**src/common/video_pkg.sv**
```systemverilog
package video_pkg;

	// Visible area in pixels
	localparam int SCREEN_W = 32;
	localparam int SCREEN_H = 24;

	// Horizontal blanking, in clocks
	localparam int H_FRONT = 2;
	localparam int H_PULSE = 4;
	localparam int H_BACK  = 2;
	localparam int H_TOTAL = SCREEN_W + H_FRONT + H_PULSE + H_BACK;

	// Vertical blanking, in whole lines
	localparam int V_FRONT = 1;
	localparam int V_PULSE = 1;
	localparam int V_BACK  = 1;
	localparam int V_TOTAL = SCREEN_H + V_FRONT + V_PULSE + V_BACK;

	localparam int FRAME_CYCLES = H_TOTAL * V_TOTAL;

	// Screen coordinate, wide enough for x up to 31
	typedef logic [5:0] pos_t;

	typedef struct packed {
		pos_t x;
		pos_t y;
	} pixel_pos_t;

	// 3-3-2 palette entry as stored in the frame buffer
	typedef struct packed {
		logic [2:0] red;
		logic [2:0] green;
		logic [1:0] blue;
	} color_t;

	typedef struct packed {
		logic [7:0] red;
		logic [7:0] green;
		logic [7:0] blue;
	} rgb_t;

	// Both syncs low-active, de marks visible pixels
	typedef struct packed {
		logic hsync;
		logic vsync;
		logic de;
		rgb_t rgb;
	} video_out_t;

	typedef enum logic [1:0] {HS_ACTIVE, HS_FRONT, HS_PULSE, HS_BACK} h_state_t;
	typedef enum logic [1:0] {VS_ACTIVE, VS_FRONT, VS_PULSE, VS_BACK} v_state_t;

endpackage

```
**src/scan_out.sv**
```systemverilog
`timescale 1ns/10ps

module scan_out
	import video_pkg::*;
(
	input  logic       clk,
	input  logic       reset,
	output pixel_pos_t rd_pos,
	input  color_t     rd_color,
	output video_out_t video
);

	h_state_t   h_state;
	h_state_t   h_next;
	v_state_t   v_state;
	v_state_t   v_next;
	pos_t       h_cnt;
	pos_t       v_cnt;
	pos_t       h_end;
	pos_t       v_end;
	logic       h_last;
	logic       v_last;
	logic       line_end;
	logic       active;
	logic       de_d1;
	logic [1:0] sync_d1;
	rgb_t       rgb_exp;

	// Length of each horizontal phase, in clocks
	always_comb begin
		case (h_state)
			HS_ACTIVE: begin h_end = pos_t'(SCREEN_W - 1); h_next = HS_FRONT;  end
			HS_FRONT:  begin h_end = pos_t'(H_FRONT - 1);  h_next = HS_PULSE;  end
			HS_PULSE:  begin h_end = pos_t'(H_PULSE - 1);  h_next = HS_BACK;   end
			default:   begin h_end = pos_t'(H_BACK - 1);   h_next = HS_ACTIVE; end
		endcase
	end

	// Same for vertical, in lines
	always_comb begin
		case (v_state)
			VS_ACTIVE: begin v_end = pos_t'(SCREEN_H - 1); v_next = VS_FRONT;  end
			VS_FRONT:  begin v_end = pos_t'(V_FRONT - 1);  v_next = VS_PULSE;  end
			VS_PULSE:  begin v_end = pos_t'(V_PULSE - 1);  v_next = VS_BACK;   end
			default:   begin v_end = pos_t'(V_BACK - 1);   v_next = VS_ACTIVE; end
		endcase
	end

	assign h_last   = h_cnt == h_end;
	assign v_last   = v_cnt == v_end;
	assign line_end = (h_state == HS_BACK) && h_last;
	assign active   = (h_state == HS_ACTIVE) && (v_state == VS_ACTIVE);

	// Position only meaningful in active video
	assign rd_pos.x = active ? h_cnt : '0;
	assign rd_pos.y = active ? v_cnt : '0;

	////////////////////////////////////////////////////////////////////////////
	// Timing FSMs
	////////////////////////////////////////////////////////////////////////////

	always_ff @(posedge clk) begin
		if (reset) begin
			h_state <= HS_ACTIVE;
			h_cnt   <= '0;
			v_state <= VS_ACTIVE;
			v_cnt   <= '0;
		end else begin
			h_cnt <= h_last ? '0 : h_cnt + pos_t'(1);
			if (h_last) begin
				h_state <= h_next;
			end
			// Vertical steps once per full line
			if (line_end) begin
				v_cnt <= v_last ? '0 : v_cnt + pos_t'(1);
				if (v_last) begin
					v_state <= v_next;
				end
			end
		end
	end

	// 3-3-2 to 8-8-8, zero fill in the low bits
	assign rgb_exp.red   = {rd_color.red, 5'd0};
	assign rgb_exp.green = {rd_color.green, 5'd0};
	assign rgb_exp.blue  = {rd_color.blue, 6'd0};

	// Two stages to match the buffer read latency
	always_ff @(posedge clk) begin
		if (reset) begin
			de_d1       <= 1'b0;
			sync_d1     <= 2'b11;
			video.hsync <= 1'b1;
			video.vsync <= 1'b1;
			video.de    <= 1'b0;
			video.rgb   <= '0;
		end else begin
			de_d1       <= active;
			sync_d1     <= {h_state != HS_PULSE, v_state != VS_PULSE};
			video.hsync <= sync_d1[1];
			video.vsync <= sync_d1[0];
			video.de    <= de_d1;
			video.rgb   <= de_d1 ? rgb_exp : '0;
		end
	end

endmodule
```
**config.mk**
```make
export PLATFORM = sky130hd
export DESIGN_NAME = scan_out
export DESIGN_NICKNAME = d
export VERILOG_FILES = /design/src/common/video_pkg.sv /design/src/scan_out.sv
export SDC_FILE = /design/constraint.sdc
export NUM_CORES = 1
export LEC_CHECK = 0
export BUFFER_PORTS_ARGS = -buffer_cell sky130_fd_sc_hd__buf_2
export CAP_MARGIN = 20
export CELL_PAD_IN_SITES_DETAIL_PLACEMENT = 1
export CELL_PAD_IN_SITES_GLOBAL_PLACEMENT = 2
export CORE_MARGIN = 2
export CORE_UTILIZATION = 29
export DETAILED_ROUTE_END_ITERATION = 10
export GPL_TIMING_DRIVEN = 0
export PLACE_DENSITY = 0.77
export SLEW_MARGIN = 10
export SYNTH_ARGS = -nofsm -noshare
export SYNTH_HDL_FRONTEND = slang
export SYNTH_SLANG_ARGS = --single-unit
```
**constraint.sdc**
```tcl
create_clock -name clk -period 2.4 [get_ports clk]
set_input_delay 0.6 -clock clk [delete_from_list [all_inputs] [get_ports clk]]
set_output_delay 0.6 -clock clk [all_outputs]
set_load 0.05 [all_outputs]
```
==> results.sh <==
export IMPL_status="finished clean"
export IMPL_ys_types=39
export IMPL_wire_per_inst_um=13.9
export IMPL_initial_utilization_pct=30.6
export IMPL_layout_commonest_cell="dfxtp_1"
export IMPL_grt_pass1_vias=1328
export IMPL_async_flop_share_pct=0
export IMPL_clockBufferDepth=2
export IMPL_synth_top_area_share_pct=40.7
export IMPL_hold_end="video[26]"
export IMPL_synth_area_leader_cell="dfxtp_1"
export IMPL_rows=25
export IMPL_tns_ps=0
export IMPL_gr_total_overflow=0
export IMPL_synth_edf_count=0
export IMPL_synth_adder_area_share_pct=6.79
export IMPL_antenna_left=0
export IMPL_layout_drive_gt1_share_pct=33.3
export IMPL_cp_cell_sequence="inv_1 -> ha_1 -> buf_6 -> clkbuf_4 -> and3_1 -> buf_2"
export IMPL_end_kind="primary output"
export IMPL_dpl_worst_slack_ps=126
export IMPL_finClkSkew_ps=3.99
export IMPL_ff2ff_path_depth=7
export IMPL_die_y_um=75.3
export IMPL_postCtsSetupBuffers=0
export IMPL_cts_root_buf="clkbuf_8"
export IMPL_rsz0062_at_grt="no"
export IMPL_synth_area_mux_share_pct=0
export IMPL_clock_latency_ps=280
export IMPL_cp_top_family="buffers and inverters"
export IMPL_synth_simple_area_share_pct=25.7
export IMPL_synth_area_leaders="dfxtp_1 41%, buf_4 8.7%, ha_1 6.8%"
export IMPL_cpMaxStageDelayCell="dfxtp_1"
export IMPL_avgSynthCellArea_um2=9.27
export IMPL_synth_compound_area_share_pct=12.1
export IMPL_timing_rr_start="h_state[0]"
export IMPL_grt_max_degree=11
export IMPL_slew_viol_final=0
export IMPL_grt_pass1_wl_um=6230
export IMPL_cp_data_arrival_time_ps=1670
export IMPL_ys_ff_latch=30
export IMPL_worst_setup_path_start_kind="register"
export IMPL_hold_violations=0
export IMPL_min_path_cells=1
export IMPL_synth_yosys_seq_area_share_pct=40.7
export IMPL_via_count=1289
export IMPL_areaGrowthSynthToFinish_pct=28.4
export IMPL_r2r_slack_ps=210
export IMPL_critPathRequiredTime_ps=1800
export IMPL_p_leak_nw=0.874
export IMPL_via_per_inst=4.60
export IMPL_period_needed_ps=2270
export IMPL_stdcell_area_um2=1890
export IMPL_coreArea_um2=4820
export IMPL_setup_ws_ps=129
export IMPL_timing_fmax_mhz=440
export IMPL_gr_usage_all_layers_pct=14.8
export IMPL_wl_um=3890
export IMPL_min_path_type="reg2reg"
export IMPL_dieArea_um2=5670
export IMPL_ir_drop_mv=0.166
export IMPL_worstReg2RegEnd="v_cnt[4]"
export IMPL_clkSinkCount=30
export IMPL_cpPeakStageDelay_ps=320
export IMPL_hold_buffers=0
export IMPL_worst_slew_pin_slew_ps=623
export IMPL_ys_warnings_count=0
export IMPL_port_buffers=31
export IMPL_path_class="reg2out"
export IMPL_dpl_instance_area_um2=1770
export IMPL_io_pins=49
export IMPL_synth_area_um2=1470
export IMPL_max_cap_violations=0
export IMPL_syn_inst=159
export IMPL_nNetsFinal=230
export IMPL_die_w_um=75.3
export IMPL_h_tree_depth=2
export IMPL_first_pass_iters=4
export IMPL_drt_iter0_drc=32
export IMPL_min_from="sync_d1[1]"
export IMPL_max_slew_margin_rel_pct=58.0
export IMPL_setup_viol=0
export IMPL_fin_crit_sh_pct=94.6
export IMPL_power_density_nw_per_um2=580
export IMPL_critPathBufInv=4
export IMPL_antenna_found_initial=0
export IMPL_dp_hpwl_um=2960
export IMPL_crit_fanout=10
export IMPL_synth_top_family_by_area="simple AND/OR/NAND/NOR gates"
export IMPL_diodes=0
export IMPL_gp_congestion=0.747
export IMPL_cts_buffers=5
export IMPL_drc=0
export IMPL_clk_pin_slew_ps=60
export IMPL_mostFrequentLayoutCells="30 x dfxtp_1, 26 x buf_2, 17 x buf_4"
export IMPL_cts_tree="built"
export IMPL_ys_flop_type="dfxtp_1"
export IMPL_finish_utilization_pct=39.3
export IMPL_yosys_area_share_xor_xnor_pct=2.38
[synthesized netlist by cell type (2+ instances only)]
master,n
nand4_1,3
or2_2,2
or4_1,3
and3_2,3
buf_4,17
clkbuf_1,4
nor3_1,3
nand3_1,5
nand2_1,7
ha_1,8
xor2_1,2
xnor2_1,2
or3_1,2
and2_1,8
dfxtp_1,30
a21oi_1,8
and3_1,11
o21ai_0,4
o31ai_1,4
nor2_1,9
inv_1,6
[final cells by class]
cell class                      instances  area, um^2
Clock buffer                            7        86.3
Timing Repair Buffer                   31         170
Clock inverter                          1        5.00
Fill cell                             615        2920
Buffer                                 22         159
Sequential cell                        30         601
Inverter                                6        22.5
Tap cell                               67        83.8
Multi-Input combinational cell        116         766
[worst register-to-register path: stages (launching register included)]
cell and delay (ps):
dfxtp_1 350, inv_1 90, ha_1 220, buf_6 150, nor4_4 320, o221ai_1 290, o31ai_2 550, a21oi_1 90
[routing by layer]
| layer | track usage [%] | vias up | routed length (um) |
|---|---|---|---|
| met5 | 0 | - | 0 |
| met4 | 4.09 | 0 | 41 |
| met3 | 4.76 | 6 | 276 |
| met2 | 26.1 | 45 | 1940 |
| met1 | 17.1 | 606 | 1640 |
| li1 | - | 632 | - |
[registers in the layout, indices dropped and copies added (netlist names)]
signal   count
h_state      2
sync_d1      2
de_d1        1
h_cnt        6
v_cnt        6
video       11
v_state      2
[worst max path at each step]
stage	startpoint	to	slack (ps)	cells past startpoint
6_report	h_state[0]	rd_pos[7]	130	6
5_1_grt	h_state[0]	rd_pos[7]	20	6
4_1_cts	v_state[0]	rd_pos[10]	40	5
3_5_place_dp	v_state[0]	rd_pos[0]	130	5
3_3_place_gp	v_state[0]	rd_pos[10]	220	5
2_1_floorplan	h_state[0]	rd_pos[1]	470	5
[repair_timing]
item,in CTS,in global routing
resized for setup,3,10
endpoints found under the hold margin,0,0
setup endpoints to repair,11,11
[cell families (layout without fill, tap and decap cells)]
family          Yosys count  count (layout)
simple gates             63              63
flops                    30              30
buf+inv                  28              67
compound gates           25              25
fa+ha+maj                 8               8
xor+xnor                  4               4
other cells               1              16
[metrics by stage]
step / hold slack, ps / power, mW / instances
global route: 431 / 1.15 / 280
floorplan: 389 / 0.664 / 174
detailed placement: 401 / 0.689 / 272
finish: 415 / 1.10 / 280
CTS: 420 / 1.11 / 280
global placement: 393 / 0.687 / 272
[power by group]
part / leakage [nW] / internal [mW] / total (mW) / switching (mW)
Clock: 0.0482 / 0.231 / 0.416 / 0.185
Sequential: 0.244 / 0.510 / 0.519 / 0.00939
Combinational: 0.582 / 0.0435 / 0.163 / 0.119
No activity file was read; power rests on OpenSTA's default activity.
